File: src/hw/pool_macros.svh
`ifndef POOL_MACROS_SVH
`define POOL_MACROS_SVH

// Width of one feature-map pixel
`define POOL_PIX_W 8

// Pixel pairs per row, also the depth of each line buffer
`define POOL_LINE_DEPTH 13

`endif

File: src/hw/pool_pkg.sv
package pool_pkg;

  // Comparator select, held per row pair
  typedef enum logic {
    POOL_MAX = 1'b0,
    POOL_MIN = 1'b1
  } pool_mode_e;

  // Output burst controller states
  typedef enum logic [1:0] {
    WB_IDLE  = 2'b00,
    WB_DRAIN = 2'b01,
    WB_DONE  = 2'b10
  } wb_state_e;

endpackage

File: src/hw/pool_ctrl_if.sv
`timescale 1ns/1ns

interface pool_ctrl_if import pool_pkg::*; ();

  logic       en_h;      // Horizontal reduce, line buffer 1 shift
  logic       en_v;      // Vertical combine, line buffer 2 shift
  pool_mode_e mode;      // Mode for the current row pair
  logic       row_done;  // Odd row complete

  modport seq (output en_h, output en_v, output mode, output row_done);

  modport dp (input en_h, input en_v, input mode);

  modport wb (input row_done, input en_v);

endinterface

File: src/hw/pool_compare.sv
`timescale 1ns/1ns

`include "pool_macros.svh"

module pool_compare import pool_pkg::*; (
  input  logic [`POOL_PIX_W-1:0] a,
  input  logic [`POOL_PIX_W-1:0] b,
  input  pool_mode_e             sel,
  input  logic                   en,
  output logic [`POOL_PIX_W-1:0] out
);

  logic a_larger;

  assign a_larger = (a > b);  // Unsigned pixel compare

  always_comb begin
    if (!en) begin
      out = '0;  // Idle output is forced low
    end else if (sel == POOL_MAX) begin
      out = a_larger ? a : b;
    end else begin
      out = a_larger ? b : a;
    end
  end

endmodule

File: src/hw/line_shift_buf.sv
`timescale 1ns/1ns

`include "pool_macros.svh"

module line_shift_buf #(
  parameter int WIDTH = `POOL_PIX_W,
  parameter int DEPTH = `POOL_LINE_DEPTH
) (
  input  logic             clk,
  input  logic             shift_en,
  input  logic [WIDTH-1:0] din,
  output logic [WIDTH-1:0] dout
);

  logic [WIDTH-1:0] stage [DEPTH];  // stage[0] is the newest entry

  always_ff @(posedge clk) begin
    if (shift_en) begin
      stage[0] <= din;
      for (int i = 1; i < DEPTH; i++) begin
        stage[i] <= stage[i-1];
      end
    end
  end

  // Oldest entry, written DEPTH shifts ago
  assign dout = stage[DEPTH-1];

endmodule

File: src/hw/pool_row_seq.sv
`timescale 1ns/1ns

`include "pool_macros.svh"

module pool_row_seq import pool_pkg::*; (
  input  logic       clk,
  input  logic       rst,
  input  logic       pix_valid,
  input  pool_mode_e pool_mode,
  input  logic       busy,
  pool_ctrl_if.seq   ctrl
);

  localparam int CNT_W = $clog2(`POOL_LINE_DEPTH);

  logic [CNT_W-1:0] pair_cnt;   // Pair index within the row
  logic             odd_row;    // Row parity, set on the second row of a pair
  pool_mode_e       mode_q;     // Mode held for the row pair
  logic             last_pair;
  logic             take_mode;

  assign last_pair = pix_valid && (pair_cnt == CNT_W'(`POOL_LINE_DEPTH - 1));
  assign take_mode = pix_valid && !odd_row && (pair_cnt == '0);

  assign ctrl.en_h = pix_valid;
  assign ctrl.en_v = pix_valid && odd_row;

  // The first pair of an even row already reduces with the new mode,
  // later pairs of the row pair use the held copy
  assign ctrl.mode = take_mode ? pool_mode : mode_q;

  always_ff @(posedge clk) begin
    if (rst) begin
      pair_cnt      <= '0;
      odd_row       <= 1'b0;
      mode_q        <= POOL_MAX;
      ctrl.row_done <= 1'b0;
    end else begin
      ctrl.row_done <= last_pair && odd_row;  // Single-cycle pulse
      if (take_mode) begin
        mode_q <= pool_mode;
      end
      if (pix_valid) begin
        if (last_pair) begin
          pair_cnt <= '0;
          odd_row  <= ~odd_row;  // Next row of the pair
        end else begin
          pair_cnt <= pair_cnt + 1'b1;
        end
      end
    end
  end

  // The source holds off while the output burst runs
  a_no_pix_when_busy: assert property (
    @(posedge clk) disable iff (rst) busy |-> !pix_valid
  );

endmodule

File: src/hw/pool_writeback.sv
`timescale 1ns/1ns

`include "pool_macros.svh"

module pool_writeback import pool_pkg::*; (
  input  logic                   clk,
  input  logic                   rst,
  pool_ctrl_if.wb                ctrl,
  input  logic [`POOL_PIX_W-1:0] head,
  output logic                   buf_shift,
  output logic [`POOL_PIX_W-1:0] out_data,
  output logic                   out_valid,
  output logic                   busy
);

  localparam int CNT_W = $clog2(`POOL_LINE_DEPTH);

  wb_state_e        state;
  wb_state_e        state_nxt;
  logic [CNT_W-1:0] beat_cnt;   // Beats sent in the current burst
  logic             draining;
  logic             last_beat;

  assign draining  = (state == WB_DRAIN);
  assign last_beat = draining && (beat_cnt == CNT_W'(`POOL_LINE_DEPTH - 1));

  // Buffer 2 shifts on fill during the odd row and on drain here
  assign buf_shift = ctrl.en_v | draining;
  assign busy      = (state != WB_IDLE);

  always_comb begin
    case (state)
      WB_IDLE:  state_nxt = ctrl.row_done ? WB_DRAIN : WB_IDLE;
      WB_DRAIN: state_nxt = last_beat ? WB_DONE : WB_DRAIN;
      WB_DONE:  state_nxt = WB_IDLE;  // One cycle of trailing busy
      default:  state_nxt = WB_IDLE;
    endcase
  end

  always_ff @(posedge clk) begin
    if (rst) begin
      state     <= WB_IDLE;
      beat_cnt  <= '0;
      out_valid <= 1'b0;
    end else begin
      state     <= state_nxt;
      out_valid <= draining;
      if (draining) begin
        beat_cnt <= last_beat ? '0 : beat_cnt + 1'b1;
      end
    end
  end

  always_ff @(posedge clk) begin
    if (draining) begin
      out_data <= head;  // Column order, oldest first
    end
  end

  // A new row pair cannot complete while the previous burst is out
  a_row_done_idle: assert property (
    @(posedge clk) disable iff (rst) ctrl.row_done |-> state == WB_IDLE
  );

  a_burst_len: assert property (
    @(posedge clk) disable iff (rst)
      $rose(out_valid) |-> ##[1:`POOL_LINE_DEPTH] !out_valid
  );

endmodule

File: src/hw/pool_top.sv
`timescale 1ns/1ns

`include "pool_macros.svh"

module pool_top import pool_pkg::*; (
  input  logic                   clk,
  input  logic                   rst,
  input  logic [`POOL_PIX_W-1:0] pix_a,
  input  logic [`POOL_PIX_W-1:0] pix_b,
  input  logic                   pix_valid,
  input  pool_mode_e             pool_mode,
  output logic [`POOL_PIX_W-1:0] out_data,
  output logic                   out_valid,
  output logic                   busy
);

  logic [`POOL_PIX_W-1:0] h_out;     // Pair reduced horizontally
  logic [`POOL_PIX_W-1:0] v_out;     // Pooled 2x2 value
  logic [`POOL_PIX_W-1:0] lb1_head;  // Same column, row above
  logic [`POOL_PIX_W-1:0] lb2_head;
  logic                   lb2_shift;

  pool_ctrl_if ctrl ();

  pool_row_seq i_seq (
    .clk       (clk),
    .rst       (rst),
    .pix_valid (pix_valid),
    .pool_mode (pool_mode),
    .busy      (busy),
    .ctrl      (ctrl.seq)
  );

  pool_compare i_cmp_h (
    .a   (pix_a),
    .b   (pix_b),
    .sel (ctrl.mode),
    .en  (ctrl.en_h),
    .out (h_out)
  );

  line_shift_buf #(
    .WIDTH (`POOL_PIX_W),
    .DEPTH (`POOL_LINE_DEPTH)
  ) i_lb1 (
    .clk      (clk),
    .shift_en (ctrl.en_h),
    .din      (h_out),
    .dout     (lb1_head)
  );

  pool_compare i_cmp_v (
    .a   (lb1_head),
    .b   (h_out),
    .sel (ctrl.mode),
    .en  (ctrl.en_v),
    .out (v_out)
  );

  line_shift_buf #(
    .WIDTH (`POOL_PIX_W),
    .DEPTH (`POOL_LINE_DEPTH)
  ) i_lb2 (
    .clk      (clk),
    .shift_en (lb2_shift),
    .din      (v_out),
    .dout     (lb2_head)
  );

  pool_writeback i_wb (
    .clk       (clk),
    .rst       (rst),
    .ctrl      (ctrl.wb),
    .head      (lb2_head),
    .buf_shift (lb2_shift),
    .out_data  (out_data),
    .out_valid (out_valid),
    .busy      (busy)
  );

endmodule

File: config.mk
export PLATFORM = sky130hd
export DESIGN_NAME = pool_top
export DESIGN_NICKNAME = d
export VERILOG_FILES = /design/src/hw/pool_pkg.sv /design/src/hw/pool_ctrl_if.sv /design/src/hw/pool_compare.sv /design/src/hw/line_shift_buf.sv /design/src/hw/pool_row_seq.sv /design/src/hw/pool_writeback.sv /design/src/hw/pool_top.sv
export VERILOG_INCLUDE_DIRS = /design/src /design/src/hw
export SDC_FILE = /design/constraint.sdc
export NUM_CORES = 1
export LEC_CHECK = 0
export BUFFER_PORTS_ARGS = -buffer_cell sky130_fd_sc_hd__buf_4
export CORE_MARGIN = 4
export CORE_UTILIZATION = 30
export CTS_CLUSTER_DIAMETER = 60
export CTS_CLUSTER_SIZE = 40
export DETAILED_ROUTE_END_ITERATION = 6
export GPL_ROUTABILITY_DRIVEN = 0
export PLACE_DENSITY = 0.53
export SYNTH_ARGS = -nofsm -noshare
export SYNTH_HDL_FRONTEND = slang
export SYNTH_SLANG_ARGS = --single-unit
File: constraint.sdc
create_clock -name clk -period 4.2 [get_ports clk]
set_input_delay 0.42 -clock clk [delete_from_list [all_inputs] [get_ports clk]]
set_output_delay 0.42 -clock clk [all_outputs]
set_load 0.05 [all_outputs]
Word-level counts from Yosys, hierarchy flattened --
Memories as Yosys holds them, arrays and structs flattened. A register that Yosys moved wholly into a read port is not among the register bits. Index checks and enable logic that the tools add are counted. Widths: inputs -> output; s select.
Word-level totals: register bits after elaboration 14, RAM bits 208, input bits 20, output and inout bits 10, logic and storage cells 47, memories 2
Memories:
- i_lb1.stage | depth 13, bits a word 8, read ports 13, clocked after memory_dff 0, wr ports 13, line line_shift_buf.sv:15 | logic [WIDTH-1:0] stage [DEPTH];
- i_lb2.stage | depth 13, bits a word 8, read ports 13, clocked after memory_dff 1, wr ports 13, line line_shift_buf.sv:15
Cells by class: add/sub/neg operators 2, order comparisons 2, eq/ne operators 3, mux-type cells 18, bitwise logic cells 2, reductions and logical operators 11
Operator list (count):
- $mux 8 | 8
- $gt 8x8->1 | 2
- $add 4x1->4 const B | 2
- $eq 4x4->1 const B | 2
- $mux 4 | 2
- $logic_and 1x1->1 | 6
- $mux 1 | 6
- $logic_not 4->1 | 1
- $pmux 2 s2 | 1
- $eq 2x1->1 const B | 1
- $logic_not 2->1 | 1
- $mux 2 | 1
- $reduce_and 2->1 | 1
- $reduce_bool 2->1 | 1
- $logic_not 1->1 | 1
- $not 1->1 | 1
- $or 1x1->1 | 1

Depth between registers and ports, before layout --
word-level depth 10, mapped depth 17, gate-level depth less buffers 17

Modules after synthesis --
From an unflattened synthesis, not the netlist that was laid out.
Unflattened totals: cells, all modules 479, area total of the unflattened synthesis 8597.0 µm²
Modules (own cells, without submodules):
- line_shift_buf | times used 2, cells each 112, area each 3183.1 µm², sequential area each 3123.0 µm²
- pool_compare at i_cmp_v | times used 1, cells each 86, area each 669.4 µm², sequential area each 0.0 µm²
- pool_compare at i_cmp_h | times used 1, cells each 87, area each 664.4 µm², sequential area each 0.0 µm²
- pool_writeback | times used 1, cells each 43, area each 548.0 µm², sequential area each 380.4 µm²
- pool_row_seq | times used 1, cells each 39, area each 349.1 µm², sequential area each 140.1 µm²

Worst setup path before layout --
No wires, ideal clock.
path type input to register, start in pix_b[1], end mem i_lb2.stage[0][0] (netlist bit) (data pin), library setup time 0.154 ns, arrival 3.285 ns, required time 4.046 ns, path slack 0.761 ns, cell stages on the path 16, path buffers 0, cell sequence inv_1 ha_1 nor2b_1 o211ai_1 a21oi_1 o22ai_1 xnor2_4 mux2i_1 nand2b_1 ha_1 nand3_1 or3_1 o211ai_1 xnor2_1 nand3_1 o21ai_0
RTL lines:
- from (decl) | line pool_top.sv:9 | input logic [`POOL_PIX_W-1:0] pix_b,
- to (decl) | line line_shift_buf.sv:15

==> metrics.md <==
| Metric | Value |
|---|---|
| Max-slew violation count | 0 |
| Post-CTS resize count | 0 |
| Final WS setup | 0.487 ns |
| Layout cells sized above 1 | 15.6% |
| Largest family of logic cells by synthesized area | simple AND/OR/NAND/NOR gates |
| Pre-CTS setup slack | 0.137 ns |
| Fmax achieved | 269 MHz |
| Fill cells | 2,347 |
| Worst min path class | in -> reg |
| Clk_lat worst skew | 0.48 ns |
| WL/cell | 13.3 um |
| WS Path Type | reg -> reg |
| Post-Synth Adder-Cell Area | 3.22% |
| Via density | 4.27 |
| Cell row count | 58 |
| Largest net degree at the start of global routing | 68 |
| Synthesized area | 0.00778 sq mm |
| Clk pin slew, worst setup/hold paths | 0.10 ns |
| RSZ-0062 raised after global routing | no |
| Simple logic cell fraction of the synthesized area | 4.09% |
| Peak VDD IR | 0.000283 V |
| Critical path endpoint category | register |
| Total Routed Length | 10.3 mm |
| Worst Max-Slew Pin Slew | 0.795 ns |
| Sequential area share after synthesis | 87.0% |
| Syn Nets | 423 |
| Pwr Density | 472 mW/mm^2 |
| Post-DP HPWL | 6.31 mm |
| Critical path arrival | 4.02 ns |
| Num CTS Buffers | 15 |
| CP Buf/Inv Count | 1 |
| Max Fanout on Critical Path | 8 |
| IO Port Bufs | 29 |
| Yosys warning count | 0 |
| Syn Inst Count | 383 |
| Final nets | 475 |
| Vias in the first global route | 3,436 |
| CP max-delay cell | dfxtp_1 |
| Grt total ovfl | 0 |
| TNS Setup | 0 ns |
| Vias | 3,299 |
| GRT Util Overall | 7.22% |
| Clock Skew | 0.0169 ns |
| Placed Instances | 748 |
| H-tree levels | 1 |
| IO Count | 30 |
| Post-synthesis sequential element count | 230 |
| Fin cells | 773 |
| Min Tclk post-route | 3.71 ns |
| Antenna-violating nets left | 0 |
| Total clock sinks | 230 |
| Slew HR | 47.0% |
| Final hold vios | 0 |
| Initial antenna violation count | 0 |
| CP Data Required Time | 4.51 ns |
| Syn_area_per_cell | 20.3 sq um |
| Family with the most delay on the worst path | compound AO/OA/AOI/OAI gates |
| DRC | 0 |
| Post-CTS setup buffers | 0 |
| Clock Tree Root | clkbuf_16 |
| Clock buffer depth | 3 |
| Crit-path max cell delay | 0.42 ns |
| Initial core utilization | 30.7% |
| Synthesis-to-finish area growth | 15.2% |
| First-pass GRT wire length | 17.0 mm |
| Outcome | finished clean |
| Final setup fails | 0 |
| Post-Synth XOR/XNOR Area | 0.579% |
| Mux cell area share after synthesis | 1.45% |
| Complex-gate fraction of the synthesized area | 2.65% |
| Iter 0 DRT Violations | 284 |
| Unique masters post-synth | 32 |
| Die Wd | 169 um |
| Crit-path cells | inv_1, ha_1, nand2_1, mux2i_4, xnor2_4, mux2i_1, nand2b_1, ha_1, a21oi_1, o21ai_0, o211ai_1, xnor2_1, nand3_1, o21ai_0 |
| Worst setup SP type | register |
| Number of inserted diodes | 0 |
| Drt pass-1 iters | 4 |
| Tcrit/Tclk final | 88.4% |
| Die Y | 169 um |
| CTS tree | built |
| CTS hold repair buffers | 0 |
| CORE AREA | 0.0253 sq mm |
| Pleak | 3.02 nW |
| Die area | 0.0286 sq mm |
| Max cap viols | 0 |
==> worst paths after layout <==
check               startpoint                end  slack [ns]  cells past startpoint
max reg2reg  i_seq.pair_cnt[0]  i_lb2.stage[0][4]        0.49                     14
max          i_seq.pair_cnt[0]  i_lb2.stage[0][4]        0.49                     14
min reg2reg  i_lb2.stage[6][3]  i_lb2.stage[7][3]        0.41                      0
min                  pool_mode       i_seq.mode_q        0.25                      3
==> area by class of cell <==
cell class	instances	area, sq um	share of cell area [%]
clock buffer	16	400	4.47
multi-input combinational	132	940	10.5
tap	330	413	4.61
sequential	230	6770	75.5
timing repair buffer	38	285	3.18
clock inverter	9	86.3	0.964
inverter	18	67.6	0.754
==> synthesized netlist by cell type <==
cell type | instances | area (sq um)
a2111oi_0 | 1 | 8.76
a21oi_1 | 15 | 75.1
a311oi_1 | 1 | 8.76
a41oi_1 | 1 | 8.76
and3_1 | 2 | 12.5
clkbuf_1 | 3 | 11.3
dfxtp_1 | 14 | 280
edfxtp_1 | 216 | 6490
ha_1 | 20 | 250
inv_1 | 18 | 67.6
mux2i_1 | 9 | 90.1
mux2i_4 | 1 | 22.5
nand2_1 | 17 | 63.8
nand2b_1 | 8 | 50.1
nand3_1 | 5 | 25.0
nand3b_1 | 1 | 7.51
nand4_1 | 4 | 25.0
nor2_1 | 17 | 63.8
nor2_4 | 1 | 11.3
nor2b_1 | 1 | 6.26
nor3_1 | 2 | 10.0
nor3b_1 | 2 | 15.0
nor4b_2 | 1 | 15.0
o211ai_1 | 4 | 30.0
o21ai_0 | 12 | 60.1
o221ai_1 | 1 | 8.76
o22ai_1 | 1 | 6.26
or2_2 | 1 | 6.26
or3_1 | 1 | 6.26
xnor2_1 | 1 | 8.76
xnor2_4 | 1 | 27.5
xor2_1 | 1 | 8.76
==> worst reg2reg max path: stages, from the launching register on <==
cell and delay [ns]:
dfxtp_1 0.42, inv_1 0.07, ha_1 0.26, nand2_1 0.14
mux2i_4 0.35, xnor2_4 0.23, mux2i_1 0.40, nand2b_1 0.16
ha_1 0.25, a21oi_1 0.19, o21ai_0 0.09, o211ai_1 0.20
xnor2_1 0.22, nand3_1 0.26, o21ai_0 0.29
==> report_power, final <==
part | internal [mW] | switching (mW)
clock | 0.724 | 0.758
sequential | 2.56 | 0.0211
combinational | 0.0745 | 0.0954
total | 3.36 | 0.874
==> layer usage <==
layer / GRT usage (%) / wire (um) / part of all wire (%) / vias up
li1: - / - / - / 1570
met1: 9.87 / 4690 / 46 / 1640
met2: 11.2 / 4700 / 46 / 68
met3: 2.15 / 639 / 6.2 / 21
met4: 2.35 / 250 / 2.4 / 0
met5: 0 / 0 / 0 / -
==> placed cells by master, fill, tap and decap left out, drive strengths merged, types with 3 or more instances in the layout <==
master | netlist | final
nand2 | 17 | 17
o21ai | 12 | 12
nand3 | 5 | 5
nand4 | 4 | 4
ha | 20 | 20
a21oi | 15 | 15
clkinvlp | 0 | 3
edfxtp | 216 | 216
buf | 0 | 38
mux2i | 10 | 10
clkinv | 0 | 3
inv | 18 | 21
dfxtp | 14 | 14
clkbuf | 3 | 16
nor2 | 18 | 18
o211ai | 4 | 4
nand2b | 8 | 8
==> state kept, by name (all words and copies together), names as in the netlist <==
register	count
i_lb1.stage	104
i_lb2.stage	104
i_wb.out_data	8
i_seq.pair_cnt	4
i_wb.beat_cnt	4
i_wb.state	2
i_seq.ctrl.row_done	1
i_seq.mode_q	1
i_seq.odd_row	1
i_wb.out_valid	1
==> cells by family (layout without fill, tap and decap cells) <==
logic type / count (synthesis) / in the layout
flops: 230 / 230
simple gates: 63 / 63
compound gates: 36 / 36
buf+inv: 21 / 81
fa+ha+maj: 20 / 20
mux: 10 / 10
xor+xnor: 3 / 3
==> per-stage QoR <==
stage | power [mW] | instance area, sq um | hold slack (ns) | util [%]
finish | 4.23 | 8960 | 0.252 | 35.4
global route | 4.42 | 8960 | 0.247 | 35.4
CTS | 4.30 | 8960 | 0.233 | 35.4
detailed placement | 2.81 | 8470 | 0.405 | 33.5
global placement | 2.80 | 8470 | 0.401 | 33.5
floorplan | 2.72 | 7780 | 0.400 | -
(Power assumes the default switching activity.)
